[src/rtl/pipe_stage_reg.sv]
// pipeline stage register
// one item plus valid bit, with valid/allowin flow control
`default_nettype none

module pipe_stage_reg #(
  parameter type payload_t = logic [31:0]
) (
  input  logic     clock,
  input  logic     reset,
  input  logic     flush,
  input  logic     in_valid,
  input  payload_t in_payload,
  input  logic     next_allowin,
  output logic     allowin,
  output logic     out_valid,
  output payload_t out_payload
);

  // empty, or the item moves on this cycle
  assign allowin = !out_valid || next_allowin;

  always_ff @(posedge clock) begin
    if (reset) begin
      out_valid <= 1'b0;
    end else if (flush) begin
      out_valid <= 1'b0;
    end else if (allowin) begin
      out_valid <= in_valid;
    end
  end

  always_ff @(posedge clock) begin
    if (allowin) begin
      out_payload <= in_payload;
    end
  end

  a_valid_known: assert property (@(posedge clock) disable iff (reset)
    !$isunknown(out_valid));

endmodule

`default_nettype wire

[config.mk]
export PLATFORM = sky130hd
export DESIGN_NAME = pipe_stage_reg
export DESIGN_NICKNAME = d
export VERILOG_FILES = /design/src/rtl/pipe_stage_reg.sv
export SDC_FILE = /design/constraint.sdc
export NUM_CORES = 1
export LEC_CHECK = 0
export BUFFER_PORTS_ARGS = -buffer_cell sky130_fd_sc_hd__buf_2
export CAP_MARGIN = 0
export CORE_AREA = 3 3 68 70
export CTS_BUF_LIST = sky130_fd_sc_hd__clkbuf_8
export CTS_CLUSTER_SIZE = 24
export DETAILED_ROUTE_END_ITERATION = 8
export DIE_AREA = 0 0 71 73
export PLACE_DENSITY = 0.55
export SLEW_MARGIN = 20
export SYNTH_ARGS = -nofsm -noshare
export SYNTH_HDL_FRONTEND = slang
export SYNTH_SLANG_ARGS = --single-unit
[constraint.sdc]
create_clock -name clock -period 0.96 [get_ports clock]
set_input_delay 0.096 -clock clock [delete_from_list [all_inputs] [get_ports clock]]
set_output_delay 0.096 -clock clock [all_outputs]
set_load 0.1 [all_outputs]
==> results.md <==
* Switching share of power at 0.310
* Max Root-Sink Buffers at 2
* Top routing layer in use: met4
* Nets at 191
* Drt wl/cell at about 14 um
* Top Ports at a little over 70
* Drt total wl at 2.84 mm
* Setup CP Type: reg2out
* Post-synthesis sequential area ratio at 0.970
* GRT Total Usage at 0.115
* CTS tree: yes
* Residual DRC count at 0
* Yosys reg bits at 33
* Ys Warns at 0
* Fin crit share at 1.12
* Static leakage power at between 1 and 1.5 nW
* Final cell utilization of the core at 0.620
* Combinational power share at 0.294
* Crit-path cells: nand2b_4, buf_12, buf_12
* Via Count at 785
* Failing checks: negative setup slack
* Slew Limit Headroom at 0.912
* Vias in the first global route at just over 900
* PD cells at around 1700 mW/mm2
* CP Launch Type: register
* Critical path's slowest cell: dfxtp_4
* Routed Antenna Nets at 0
* Slowest stage delay, CP at 0.36 ns
* Clock transition at path regs at roughly 0.07 ns
* Fill count at roughly 270
* Final HPWL DP at approximately 1.8 mm
* Fmax at between 900 and 1000 MHz
* Worst-Margin Slew at about 0.13 ns
* Max-slew violations at 0
* Placed cell count at 159
* Drt initial violations at 16
* Core ar. at ~0.004 mm2
* First-pass DRT Iterations at 2
* Setup Slack @ Placement at 0.0437 ns
* Net count after synthesis at 73
* Max Clock Skew at 0.00866 ns
* Synth Cell Area at between 0.001 and 0.0015 mm2
* Cell count after synthesis at 36
* CTS Buf Count at 5
* Internal at just under 3 mW
* Fin worst setup slack at -0.120 ns
* Number of diodes at 0
* Seq pwr share at 0.411
* Drt via density at 3.83
* Hold Violations, Final at 0
* Post-CTS sizing at 0
* GRT overflow at 0
* WL met2 at 1.42 mm
* RSZ-0062 raised after global routing: yes
* Final min period at ~1.1 ns
* Critical Path AT at 0.98 ns
* Worst-Skew Late Latency at ~0.28 ns
* Psw at 1.32 mW
* Register-to-Register Path Depth at 3
* Peak supply drop at between 1 and 1.5 mV
* Status: complete, but fails checks
* Crit path from: out_valid
* Die Y-Extent at ~73 um
* Routability cong. at ~0.70
* CP most frequent cell: buf_12
* Buffers on Ports at 70
* CP Capture Point: allowin
* CP required at 0.86 ns
* P&R area growth vs syn at 147%
* Routed met3 length at roughly 470 um
* Wl on met1 at roughly 930 um
* Antenna violations before repair at 0
* Unique masters post-synth at 5
* Die ar. at slightly above 0.005 mm2
* Total of max-cap violations at 0
* H-Tree Depth at 2
* First-pass GRT wire length at ~4.4 mm
* Fin cells at roughly 210
* Root Driver: clkbuf_8
* Number of clock sinks at 33
* Largest net degree at the start of global routing at 17
* Syn_area_per_cell at between 20 and 30 um2
* Starting density of the core at 0.251
* Crit. End Element: primary output
* Post-route cell area at 0.00250 mm2
* Core Rows at 23
* Worst reg2reg startpoint: out_valid
* Final setup vio count at 62
* R2r setup slk at -0.07 ns
* Clock power frac at 0.294
* Hold Crit Class: in2reg
* Crit Path Max Fanout at 2
* R2R Path End: out_payload[18]
* Layout cell share with drive strength beyond 1 at 0.561
* Dpl cell area at 0.00200 mm2
* Horiz. Die Dim at roughly 70 um
[area by class of cell]
type                            instances  area, um2  share of cell area
Clock buffer                            5       68.8              0.0276
Clock inverter                          3       41.3              0.0165
Inverter                                1       3.75             0.00150
Multi-Input combinational cell          2       26.3              0.0105
Sequential cell                        33        985               0.394
Tap cell                               50       62.6              0.0251
Timing Repair Buffer                  111       1310               0.524
[placed cells by master (no fill, tap or decap), drive strengths merged]
cell type    Yosys  routed
a211oi           1       1
clkbuf           0       6
clkinvlp         0       1
clkinv           0       1
inv              1       1
bufinv           0       1
edfxtp          32      32
buf              0      76
nand2b           1       1
dfxtp            1       1
dlygate4sd3      0      34
[worst min-delay path by stage]
stage	endpoint	cells past startpoint	startpoint
5_1_grt	out_valid	3	in_valid
2_1_floorplan	out_valid	1	flush
4_1_cts	out_valid	3	in_valid
3_3_place_gp	out_valid	2	flush
6_report	out_valid	3	in_valid
3_5_place_dp	out_valid	2	flush
[registers in the layout (all words and copies together) (netlist names)]
register and count:
out_payload 32, out_valid 1
[kinds of logic after synthesis]
family                 share of synthesized area
AO/OA/AOI/OAI                             0.0124
flip-flops                                 0.970
AND/OR/NAND/NOR                           0.0136
buffers and inverters                    0.00371
[through the flow]
stage	total power [mW]	hold WS [ns]	setup TNS, ns
after floorplan	2.41	0.151	-13.68
after global placement	2.91	0.254	0
final	4.26	0.0636	-2.41
after global routing	4.40	0.0584	-4.22
after detailed placement	2.92	0.255	0
after CTS	4.29	0.0478	-2.22
[what timing repair did]
| action | 4_1_cts | 5_1_grt |
|---|---|---|
| gates cloned | 0 | 1 |
| setup endpoints to repair | 33 | 67 |
| buffers inserted | 3 | 1 |
| hold endpoints to repair | 33 | 0 |
| hold buffers | 34 | 0 |
[worst max-delay path: cells and delay by family (launching register included)]
family,cells,cell delay (ns)
and+or+nand+nor,1,0.06
DFF,1,0.36
buffers and inverters,2,0.27
[cells in the mapped netlist, drive strengths merged]
cell type	count	share of area
inv	1	0.0037
a211oi	1	0.012
nand2b	1	0.014
edfxtp	32	0.95
dfxtp	1	0.020
[layer usage]
| layer | GRT usage | up-vias |
|---|---|---|
| met5 | 0 | - |
| met4 | 0.0313 | 0 |
| met3 | 0.0868 | 2 |
| met2 | 0.193 | 53 |
| met1 | 0.113 | 354 |
| li1 | - | 376 |
[power groups by stage]
stage | Clock [mW] | Combinational (mW) | Sequential, mW
3_3_place_gp | 0 | 1.13 | 1.78
6_report | 1.25 | 1.25 | 1.75
5_1_grt | 1.35 | 1.28 | 1.76
3_5_place_dp | 0 | 1.13 | 1.78
2_1_floorplan | 0 | 0.0253 | 2.38
4_1_cts | 1.29 | 1.25 | 1.75
(Power assumes the default switching activity.)
