**src/rtl/core_settings.svh**
```systemverilog
// core settings
// data width, memory depth and reset values for the RV64I pipeline
`ifndef CORE_SETTINGS_SVH
`define CORE_SETTINGS_SVH

`define XLEN 64
`define PC_START 64'h8000_0000
`define DMEM_WORDS 64
// addi x0, x0, 0
`define NOP_INST 32'h0000_0013

`endif

```
**src/rtl/core_pkg.sv**
```systemverilog
// core types
// operation encoding and the payloads carried between pipeline stages
`default_nettype none
`include "core_settings.svh"

package core_pkg;

  typedef logic [`XLEN-1:0] word_t;
  typedef logic [4:0] reg_addr_t;

  typedef enum logic [3:0] {
    ALU_ADD,
    ALU_SUB,
    ALU_AND,
    ALU_OR,
    ALU_XOR,
    ALU_SLT,
    ALU_SLL,
    ALU_SRL,
    ALU_LUI
  } alu_op_t;

  typedef struct packed {
    word_t       pc;
    logic [31:0] inst;
    alu_op_t     alu_op;
    logic        is_branch_eq;
    logic        is_branch_ne;
    logic        is_jal;
    logic        use_rs1;
    logic        use_rs2;
    reg_addr_t   rs1;
    reg_addr_t   rs2;
    word_t       rs1_data;
    word_t       rs2_data;
    word_t       imm;
    logic        mem_rd;
    logic        mem_wr;
    logic        reg_wr;
    reg_addr_t   rd;
  } id_ex_t;

  typedef struct packed {
    word_t       pc;
    logic [31:0] inst;
    word_t       alu_result;
    word_t       store_data;
    logic        mem_rd;
    logic        mem_wr;
    logic        reg_wr;
    reg_addr_t   rd;
  } ex_mem_t;

  typedef struct packed {
    word_t       pc;
    logic [31:0] inst;
    word_t       wdata;
    logic        reg_wr;
    reg_addr_t   rd;
  } mem_wb_t;

endpackage

`default_nettype wire

```
**src/rtl/decode_stage.sv**
```systemverilog
// instruction decode
// immediates, operand fetch and control flags for the ID/EX payload
`default_nettype none

module decode_stage (
  input  logic [31:0]         inst,
  input  core_pkg::word_t     pc,
  input  core_pkg::word_t     rs1_data,
  input  core_pkg::word_t     rs2_data,
  output core_pkg::reg_addr_t rs1_addr,
  output core_pkg::reg_addr_t rs2_addr,
  output core_pkg::id_ex_t    payload
);
  import core_pkg::*;

  localparam logic [6:0] OP_REG    = 7'b0110011;
  localparam logic [6:0] OP_IMM    = 7'b0010011;
  localparam logic [6:0] OP_LUI    = 7'b0110111;
  localparam logic [6:0] OP_BRANCH = 7'b1100011;
  localparam logic [6:0] OP_JAL    = 7'b1101111;
  localparam logic [6:0] OP_LOAD   = 7'b0000011;
  localparam logic [6:0] OP_STORE  = 7'b0100011;

  logic [6:0] opcode;
  logic [2:0] funct3;
  logic [6:0] funct7;
  logic       legal;
  word_t      imm_i, imm_s, imm_b, imm_u, imm_j;

  assign opcode = inst[6:0];
  assign funct3 = inst[14:12];
  assign funct7 = inst[31:25];
  assign rs1_addr = inst[19:15];
  assign rs2_addr = inst[24:20];

  assign imm_i = {{52{inst[31]}}, inst[31:20]};
  assign imm_s = {{52{inst[31]}}, inst[31:25], inst[11:7]};
  assign imm_b = {{51{inst[31]}}, inst[31], inst[7], inst[30:25], inst[11:8], 1'b0};
  assign imm_u = {{32{inst[31]}}, inst[31:12], 12'b0};
  assign imm_j = {{43{inst[31]}}, inst[31], inst[19:12], inst[20], inst[30:21], 1'b0};

  always_comb begin
    payload = '0;
    legal = 1'b1;
    payload.pc = pc;
    payload.inst = inst;
    payload.rs1 = rs1_addr;
    payload.rs2 = rs2_addr;
    payload.rs1_data = rs1_data;
    payload.rs2_data = rs2_data;
    payload.rd = inst[11:7];
    payload.alu_op = ALU_ADD;
    case (opcode)
      OP_REG: begin
        case ({funct7, funct3})
          {7'h00, 3'b000}: payload.alu_op = ALU_ADD;
          {7'h20, 3'b000}: payload.alu_op = ALU_SUB;
          {7'h00, 3'b001}: payload.alu_op = ALU_SLL;
          {7'h00, 3'b010}: payload.alu_op = ALU_SLT;
          {7'h00, 3'b100}: payload.alu_op = ALU_XOR;
          {7'h00, 3'b101}: payload.alu_op = ALU_SRL;
          {7'h00, 3'b110}: payload.alu_op = ALU_OR;
          {7'h00, 3'b111}: payload.alu_op = ALU_AND;
          default: legal = 1'b0;
        endcase
        payload.use_rs1 = legal;
        payload.use_rs2 = legal;
        payload.reg_wr = legal;
      end
      OP_IMM: begin
        case (funct3)
          3'b000: payload.alu_op = ALU_ADD;
          3'b100: payload.alu_op = ALU_XOR;
          3'b110: payload.alu_op = ALU_OR;
          3'b111: payload.alu_op = ALU_AND;
          default: legal = 1'b0;
        endcase
        payload.imm = imm_i;
        payload.use_rs1 = legal;
        payload.reg_wr = legal;
      end
      OP_LUI: begin
        payload.alu_op = ALU_LUI;
        payload.imm = imm_u;
        payload.reg_wr = 1'b1;
      end
      OP_BRANCH: begin
        payload.imm = imm_b;
        payload.is_branch_eq = (funct3 == 3'b000);
        payload.is_branch_ne = (funct3 == 3'b001);
        payload.use_rs1 = payload.is_branch_eq || payload.is_branch_ne;
        payload.use_rs2 = payload.use_rs1;
      end
      OP_JAL: begin
        payload.imm = imm_j;
        payload.is_jal = 1'b1;
        payload.reg_wr = 1'b1;
      end
      OP_LOAD: begin
        // ld only
        payload.imm = imm_i;
        payload.mem_rd = (funct3 == 3'b011);
        payload.use_rs1 = payload.mem_rd;
        payload.reg_wr = payload.mem_rd;
      end
      OP_STORE: begin
        payload.imm = imm_s;
        payload.mem_wr = (funct3 == 3'b011);
        payload.use_rs1 = payload.mem_wr;
        payload.use_rs2 = payload.mem_wr;
      end
      default: legal = 1'b0;
    endcase
  end

endmodule

`default_nettype wire

```
**config.mk**
```make
export PLATFORM = sky130hd
export DESIGN_NAME = decode_stage
export DESIGN_NICKNAME = d
export VERILOG_FILES = /design/src/rtl/core_pkg.sv /design/src/rtl/decode_stage.sv
export VERILOG_INCLUDE_DIRS = /design/src /design/src/rtl
export SDC_FILE = /design/constraint.sdc
export NUM_CORES = 1
export LEC_CHECK = 0
export ABC_CLOCK_PERIOD_IN_PS = 4800
export BUFFER_PORTS_ARGS = -buffer_cell sky130_fd_sc_hd__buf_2
export CAP_MARGIN = 20
export CORE_AREA = 2 2 213 215
export DETAILED_ROUTE_END_ITERATION = 12
export DIE_AREA = 0 0 215 217
export PLACE_DENSITY = 0.33
export SKIP_LAST_GASP = 1
export SLEW_MARGIN = 20
export SYNTH_ARGS = -nofsm -noshare
export SYNTH_HDL_FRONTEND = slang
export SYNTH_SLANG_ARGS = --single-unit
```
**constraint.sdc**
```tcl
create_clock -name vclk -period 4.8
set_input_delay 0.24 -clock vclk [all_inputs]
set_output_delay 0.24 -clock vclk [all_outputs]
set_load 0.02 [all_outputs]
```
==> results.yml <==
pwr:
  pwr-share-comb_pct: 100.0
  vdd_drop_max_v: 0.0000257
  power_density_nw_per_um2: 62.1
  internal_power_uw: 44.9
  pwr-share-clk_pct: 0
  p_sw_share_pct: 68.8
  seqPwrFrac_pct: 0
  power_uw: 144
  leakagePower_uw: 0.00116
  switchingPower_uw: 99.3
routing:
  maxUsedRoutingLayer: "met5"
  drt_iter0_markers: 80
  drc: 0
  wl_met1_um: 3600
  wl_per_cell_um: 14.2
  dr.pass1.iters: 4
  totalWireLength_um: 12400
  drt.antenna.violating_nets: 0
  vias_per_cell: 2.16
  wl_met3_um: 1810
  num_vias: 1880
  wl_met2_um: 6030
timing:
  final-setup-viol-count: 0
  period_share_pct: 49.1
  rsz0062_at_grt: "no"
  maxSlewViolCount: 0
  setup_tns_ns: 0
  hold_violations: 0
  fmax_mhz: 425
  worst_pin_slew_ns: 0.830
  fin_crit_ns: 2.35
  relSlewSlack_pct: 44.2
yosys:
  ys_types: 45
  seq_area_frac_synth_pct: 0
  synth_fp_nets: 617
  syn_area_um2: 2910
  avgSynthCellArea_um2: 7.39
  postSynthCellCount: 393
  ys_warn_count: 0
clocking:
  cts_hold_buf: 0
  cts_post_setup_buffers_inserted: 0
  ctsResizeCount: 0
worst_setup_path:
  end_kind: "primary output"
  worstPathMaxFanout: 33
  cp-start-kind: "input pin"
  path_class: "input pin to primary output"
  cp_data_arrival_time_ns: 2.11
  required_ns: 4.56
die:
  dieArea_um2: 46700
  start_util_pct: 6.50
  die_w_um: 215
  core_um2: 44700
  io_pins: 549
  fp-row-count: 78
  die-height_um: 217
global_routing:
  antenna_found_initial: 2
  grt_max_degree: 34
  grt_use_total_pct: 4.77
  grt_pass1_vias: 1727
  globalRouteOverflowTotal: 0
  grt_pass1_wl_um: 15200
placed_design:
  portBuffers: 165
  dpl.hpwl_um: 10800
  place.gp.congestion: 0.644
cells_and_area:
  fin_nets: 496
  syn_to_final_growth_pct: -20.0
  n_antenna_cell: 0
  clock_buffers: 0
  final_layout_size_suffix_gt1_share_pct: 70.7
  n_sequential_cell: 0
  seqCellArea_um2: 0
worst_hold_path:
  hold_class: "input pin to primary output"
flow_run:
  max_cap_violations: 0
outcome:
  status: "completed"
-- power groups by stage --
stage	Sequential, µW	Clock, µW	Combinational [µW]
2_1_floorplan	0	0	352
3_3_place_gp	0	0	148
6_report	0	0	144
3_5_place_dp	0	0	148
5_1_grt	0	0	156
4_1_cts	0	0	148
-- path summary, 6_finish.rpt --
| check | start | to | slack (ns) | cells after the start |
|---|---|---|---|---|
| max | inst[4] | payload[39] | 2.45 | 7 |
| min | rs2_data[42] | payload[114] | 0.48 | 0 |
-- cells in the final DEF, fill, tap and decap left out, drive strengths merged, types with 3 or more instances in the layout --
| master | count |
|---|---|
| a21o | 20 |
| nand4 | 3 |
| a21oi | 10 |
| inv | 4 |
| nor2 | 9 |
| buf | 167 |
| nand2 | 6 |
| and3 | 6 |
| nor2b | 8 |
| a22o | 4 |
-- critical path: stages --
cell	delay [ns]
buf_2	0.27
nand2_1	0.16
nor4b_4	0.27
buf_4	0.24
inv_1	0.10
a21oi_4	0.52
buf_2	0.28
-- per-stage QoR --
stage	cell area [µm²]	setup slack, ns	instances	util (%)	hold WS [ns]
after floorplan	2910	1.65	393	-	0.593
after global placement	2320	2.03	870	5.18	0.480
after detailed placement	2320	1.98	870	5.18	0.480
after CTS	2320	1.97	870	5.18	0.480
after global routing	2320	2.21	870	5.20	0.480
final	2320	2.45	870	5.20	0.480
-- cells by family (layout without fill, tap and decap cells) --
family | Yosys count | count (layout) | synth area share [%]
buffers and inverters | 294 | 171 | 75.9
xor gates and xnor gates | 1 | 1 | 0.302
AOI/OAI and AO/OA | 43 | 43 | 11.0
muxes | 1 | 1 | 0.345
and+or+nand+nor | 54 | 54 | 12.4
-- cells in the mapped netlist (all sizes together), types with 2 or more instances --
master / number / share of area [%]
or3: 2 / 0.60
clkbuf: 2 / 0.60
o21ai: 2 / 0.34
a21o: 20 / 5.7
o2111ai: 2 / 0.60
and2: 2 / 0.52
o31ai: 2 / 0.52
a21oi: 10 / 1.9
nor4b: 2 / 1.1
nor3: 2 / 0.34
nand2: 6 / 0.78
buf: 288 / 75
nor2b: 8 / 1.7
nand4: 3 / 0.65
and3: 6 / 1.4
nand3: 2 / 0.34
and4: 2 / 0.65
inv: 4 / 0.52
nor2: 9 / 1.2
a22o: 4 / 1.2
nand3b: 2 / 0.52
-- layout make-up --
| type | instances | area [µm²] |
|---|---|---|
| repair buffers | 167 | 841 |
| well taps | 600 | 751 |
| fillers | 5369 | 42400 |
| inverters | 4 | 15.0 |
| multi-input cells | 99 | 717 |
-- layer usage --
| layer | track usage [%] | vias up |
|---|---|---|
| met5 | 0 | - |
| met4 | 3.33 | 4 |
| met3 | 2.46 | 88 |
| met2 | 8.63 | 271 |
| met1 | 4.05 | 777 |
| li1 | - | 740 |
Note: power is estimated with default switching activity, not from simulation.
