[src/rtl/core_settings.svh]
// core settings
// data width, memory depth and reset values for the RV64I pipeline
`ifndef CORE_SETTINGS_SVH
`define CORE_SETTINGS_SVH

`define XLEN 64
`define PC_START 64'h8000_0000
`define DMEM_WORDS 64
// addi x0, x0, 0
`define NOP_INST 32'h0000_0013

`endif

[src/rtl/core_pkg.sv]
// core types
// operation encoding and the payloads carried between pipeline stages
`default_nettype none
`include "core_settings.svh"

package core_pkg;

  typedef logic [`XLEN-1:0] word_t;
  typedef logic [4:0] reg_addr_t;

  typedef enum logic [3:0] {
    ALU_ADD,
    ALU_SUB,
    ALU_AND,
    ALU_OR,
    ALU_XOR,
    ALU_SLT,
    ALU_SLL,
    ALU_SRL,
    ALU_LUI
  } alu_op_t;

  typedef struct packed {
    word_t       pc;
    logic [31:0] inst;
    alu_op_t     alu_op;
    logic        is_branch_eq;
    logic        is_branch_ne;
    logic        is_jal;
    logic        use_rs1;
    logic        use_rs2;
    reg_addr_t   rs1;
    reg_addr_t   rs2;
    word_t       rs1_data;
    word_t       rs2_data;
    word_t       imm;
    logic        mem_rd;
    logic        mem_wr;
    logic        reg_wr;
    reg_addr_t   rd;
  } id_ex_t;

  typedef struct packed {
    word_t       pc;
    logic [31:0] inst;
    word_t       alu_result;
    word_t       store_data;
    logic        mem_rd;
    logic        mem_wr;
    logic        reg_wr;
    reg_addr_t   rd;
  } ex_mem_t;

  typedef struct packed {
    word_t       pc;
    logic [31:0] inst;
    word_t       wdata;
    logic        reg_wr;
    reg_addr_t   rd;
  } mem_wb_t;

endpackage

`default_nettype wire

[src/rtl/bypass_if.sv]
// bypass bus
// register results of MEM and WB, seen by forwarding and hazard logic
`default_nettype none

interface bypass_if;
  import core_pkg::*;

  logic      mem_wr;
  reg_addr_t mem_rd_addr;
  word_t     mem_data;
  logic      mem_is_load;
  logic      wb_wr;
  reg_addr_t wb_rd_addr;
  word_t     wb_data;

  modport source (output mem_wr, mem_rd_addr, mem_data, mem_is_load,
                  output wb_wr, wb_rd_addr, wb_data);
  modport fwd (input mem_wr, mem_rd_addr, mem_data, mem_is_load,
               input wb_wr, wb_rd_addr, wb_data);
endinterface

`default_nettype wire

[src/rtl/execute_stage.sv]
// execute stage
// operand forwarding, ALU and branch/jump resolution
`default_nettype none

module execute_stage (
  input  core_pkg::id_ex_t  payload,
  bypass_if.fwd             bp,
  output core_pkg::ex_mem_t result,
  output logic              redirect,
  output core_pkg::word_t   redirect_pc
);
  import core_pkg::*;

  word_t rs1_val, rs2_val;
  word_t op_b;
  word_t alu_out;
  logic  equal;

  // MEM wins over WB, x0 never forwarded
  always_comb begin
    rs1_val = payload.rs1_data;
    if (payload.rs1 != '0 && bp.wb_wr && bp.wb_rd_addr == payload.rs1) begin
      rs1_val = bp.wb_data;
    end
    if (payload.rs1 != '0 && bp.mem_wr && bp.mem_rd_addr == payload.rs1) begin
      rs1_val = bp.mem_data;
    end
    rs2_val = payload.rs2_data;
    if (payload.rs2 != '0 && bp.wb_wr && bp.wb_rd_addr == payload.rs2) begin
      rs2_val = bp.wb_data;
    end
    if (payload.rs2 != '0 && bp.mem_wr && bp.mem_rd_addr == payload.rs2) begin
      rs2_val = bp.mem_data;
    end
  end

  // stores use rs2 as data, the immediate for the address
  assign op_b = (payload.use_rs2 && !payload.mem_wr) ? rs2_val : payload.imm;

  always_comb begin
    case (payload.alu_op)
      ALU_SUB: alu_out = rs1_val - op_b;
      ALU_AND: alu_out = rs1_val & op_b;
      ALU_OR:  alu_out = rs1_val | op_b;
      ALU_XOR: alu_out = rs1_val ^ op_b;
      ALU_SLT: alu_out = word_t'($signed(rs1_val) < $signed(op_b));
      ALU_SLL: alu_out = rs1_val << op_b[5:0];
      ALU_SRL: alu_out = rs1_val >> op_b[5:0];
      ALU_LUI: alu_out = op_b;
      default: alu_out = rs1_val + op_b;
    endcase
  end

  assign equal = (rs1_val == rs2_val);
  // enables are zero on bubbles, so no valid term here
  assign redirect = (payload.is_branch_eq && equal) || (payload.is_branch_ne && !equal) ||
                    payload.is_jal;
  assign redirect_pc = payload.pc + payload.imm;

  always_comb begin
    result.pc = payload.pc;
    result.inst = payload.inst;
    result.alu_result = payload.is_jal ? payload.pc + 'd4 : alu_out;
    result.store_data = rs2_val;
    result.mem_rd = payload.mem_rd;
    result.mem_wr = payload.mem_wr;
    result.reg_wr = payload.reg_wr;
    result.rd = payload.rd;
  end

endmodule

`default_nettype wire

[src/flat_wrapper.sv]
// flat-port wrapper written by rule: the top's interface ports become plain ports
module execute_stage_flat import core_pkg::*;
  (payload, result, redirect, redirect_pc, bp_mem_wr, bp_mem_rd_addr, bp_mem_data, bp_mem_is_load, bp_wb_wr, bp_wb_rd_addr, bp_wb_data);
  bypass_if bp_i ();
  input  core_pkg::id_ex_t payload;
  output core_pkg::ex_mem_t result;
  output logic redirect;
  output core_pkg::word_t redirect_pc;
  input wire logic [$bits(bp_i.mem_wr)-1:0] bp_mem_wr;
  input wire logic [$bits(bp_i.mem_rd_addr)-1:0] bp_mem_rd_addr;
  input wire logic [$bits(bp_i.mem_data)-1:0] bp_mem_data;
  input wire logic [$bits(bp_i.mem_is_load)-1:0] bp_mem_is_load;
  input wire logic [$bits(bp_i.wb_wr)-1:0] bp_wb_wr;
  input wire logic [$bits(bp_i.wb_rd_addr)-1:0] bp_wb_rd_addr;
  input wire logic [$bits(bp_i.wb_data)-1:0] bp_wb_data;
  assign bp_i.mem_wr = bp_mem_wr;
  assign bp_i.mem_rd_addr = bp_mem_rd_addr;
  assign bp_i.mem_data = bp_mem_data;
  assign bp_i.mem_is_load = bp_mem_is_load;
  assign bp_i.wb_wr = bp_wb_wr;
  assign bp_i.wb_rd_addr = bp_wb_rd_addr;
  assign bp_i.wb_data = bp_wb_data;
  execute_stage u_core (.payload(payload), .bp(bp_i), .result(result), .redirect(redirect), .redirect_pc(redirect_pc));
endmodule
[config.mk]
export PLATFORM = sky130hd
export DESIGN_NAME = execute_stage_flat
export DESIGN_NICKNAME = d
export VERILOG_FILES = /design/src/rtl/core_pkg.sv /design/src/rtl/bypass_if.sv /design/src/rtl/execute_stage.sv /design/src/flat_wrapper.sv
export VERILOG_INCLUDE_DIRS = /design/src /design/src/rtl
export SDC_FILE = /design/constraint.sdc
export NUM_CORES = 2
export LEC_CHECK = 0
export BUFFER_PORTS_ARGS = -buffer_cell sky130_fd_sc_hd__buf_2
export CAP_MARGIN = 20
export CORE_AREA = 2 2 292 294
export DETAILED_ROUTE_END_ITERATION = 7
export DIE_AREA = 0 0 294 296
export MAX_ROUTING_LAYER = met4
export PLACE_DENSITY = 0.59
export SYNTH_ARGS = -nofsm -noshare
export SYNTH_HDL_FRONTEND = slang
export SYNTH_SLANG_ARGS = --single-unit
[constraint.sdc]
create_clock -name vclk -period 8.04
set_input_delay 0 -clock vclk [all_inputs]
set_output_delay 0 -clock vclk [all_outputs]
set_load 0.02 [all_outputs]
==> results.py <==
metrics = {
    "status": {
        "status": "finished with violations",
        "violations": "design-rule violations",
    },
    "placement": {
        "place_congestion": 1.17,
        "portBuffers": 673,
        "dpl.hpwl_um": 196000,
        "dp_worst_setup_slack_ns": 0.968,
    },
    "clock_network": {
        "cts_hold_buffers": 0,
        "cts-resized-gates": 0,
        "cts_setup_buffers": 0,
    },
    "global_routing": {
        "grt_pass1_wl_um": 320000,
        "grt_max_degree": 135,
        "antenna_found_initial": 26,
        "grt_overflow": 0,
        "grt_use_total_pct": 53.4,
        "grt_pass1_vias": 39500,
    },
    "sta": {
        "finalCritPeriodShare_pct": 92.4,
        "final.setup.worst_slack_ns": 0.613,
        "relSlewSlack_pct": 7.40,
        "finalCriticalPeriod_ns": 7.43,
        "slew_viol_final": 0,
        "hold_violations": 0,
        "setup_viol": 0,
        "fmax_mhz": 135,
        "rsz0062_at_grt": "false",
        "worstMarginPinSlew_ns": 1.37,
        "fin_setup_tns_ns": 0,
    },
    "layout": {
        "area_growth_pct": 15.5,
        "final_util_pct": 40.6,
        "seq_area_um2": 0,
        "fill_cells": 9331,
        "nets": 5847,
        "seq_cells": 0,
        "multi_input_area_um2": 26800,
        "drive_gt1_share_pct": 20.5,
        "clkbuf_count": 0,
    },
    "routing": {
        "routed_wl_um": 238000,
        "drt_iter0_markers": 6979,
        "vias": 43300,
        "via_per_inst": 6.94,
        "route.detailed.drc": 1,
        "dr.pass1.iters": 8,
        "final_antenna_net_count": 0,
        "post_drt_wl_per_cell_um": 38.1,
    },
    "floorplan": {
        "num_rows": 107,
        "die_w_um": 294,
        "io_pins": 753,
        "die_y_um": 296,
        "core_area_um2": 84200,
        "die_area_um2": 87000,
        "start_util_pct": 35.2,
    },
    "flow_run": {
        "cap_viol_max_count": 0,
    },
    "synth": {
        "yosysTopAreaCellShare_pct": 10.8,
        "synth_area_leaders": "ha_1 (11%), mux2i_1 (8.1%), a21oi_1 (7.0%)",
        "syn_nets": 5401,
        "synth_warnings": 0,
        "syn_inst": 4687,
        "yosys.area.top_type": "ha_1",
        "yosysSeqAreaShare_pct": 0,
        "netlist_area_um2": 29600,
        "synth_cell_types": 102,
        "synthMostInstantiatedCell": "a21oi_1",
        "synthTopCellsByCount": "a21oi_1 (413), nand2_1 (402), o21ai_0 (394), nor2_1 (380), nand3_1 (299)",
        "avgSynthCellArea_um2": 6.32,
    },
    "critical_path": {
        "worstSetupStartpointType": "input pin",
        "critPathMaxFanout": 11,
        "worstSetupPathType": "input pin to output port",
        "arrival_ns": 7.43,
        "critPathRequiredTime_ns": 8.04,
        "cp-end-kind": "output port",
    },
    "hold_path": {
        "hp-class": "input pin to output port",
    },
}
-- kinds of logic (layout without fill, tap and decap cells) --
family          count (synthesis)  in the layout  synth area share, %
other cells                     0             27                    0
xor+xnor                      264            264                 7.81
buf+inv                       672           1116                 10.6
compound gates               1687           1687                 37.0
mux                           277            277                 9.54
simple gates                 1529           1529                 24.1
fa+ha+maj                     258            258                 11.0
-- critical path: stages --
cell and delay [ns]:
buf_2 0.15, or2_2 0.31, o21a_1 0.26, nor3_4 0.47, buf_4 0.28, mux2i_1 0.10
o21ai_0 0.85, mux2i_1 0.36, inv_1 0.13, ha_1 0.38, inv_1 0.16, o21bai_1 0.08
a41oi_1 0.42, a211oi_1 0.15, buf_4 0.20, a221oi_1 0.41, nand2_1 0.20, a211o_1 0.36
o21ai_0 0.40, a21oi_1 0.30, a41oi_1 0.50, o221ai_1 0.17, a2111oi_0 0.42, a221oi_1 0.12
buf_2 0.22
-- worst paths after layout --
| check | from | to | depth (start not counted) |
|---|---|---|---|
| hold / removal | payload[225] | result[142] | 0 |
| setup / recovery | payload[200] | result[133] | 25 |
-- cell usage in the layout, fill, tap and decap left out, drive strengths merged, types with 22 or more instances in the layout --
master,synthesis,routed
nand2b,30,30
and3,33,33
o211ai,57,57
xor2,64,64
a21oi,418,418
a21o,80,80
o21ai,452,452
nand2,403,403
and2,22,22
nor4,41,41
diode,0,27
ha,256,256
mux2i,241,241
buf,232,892
o221ai,46,46
a32oi,25,25
nor2b,32,32
a2111oi,33,33
o31ai,24,24
a211oi,60,60
or3,23,23
xnor2,200,200
nor2,382,382
nand3,299,299
o21a,36,36
mux2,36,36
o21bai,56,56
o22ai,66,66
a31oi,103,103
inv,218,217
nand4,57,57
a221oi,37,37
nor3,162,162
-- per-layer routing --
layer  GRT usage, %  share of wire [%]  vias up
li1               -                  -    18200
met3           22.1                 15      754
met5              -                  0        -
met4           34.5                8.3        0
met2           73.4                 39     3402
met1           63.4                 37    21000
-- cell type report --
| cell class | instances | area share [%] |
|---|---|---|
| well taps | 1090 | 3.99 |
| repair buffers | 895 | 15.0 |
| multi-input cells | 4015 | 78.3 |
| inverters | 221 | 2.44 |
| diodes | 27 | 0.198 |
-- stage by stage --
step                      cell area (µm²)  hold slack, ns  instances
after floorplan                     29600           0.113       4687
after CTS                           34100        0.000137       6216
after detailed placement            34100        0.000137       6216
final                               34200      0.00000724       6248
after global routing                34200       0.0000331       6240
after global placement              34100        0.000137       6214
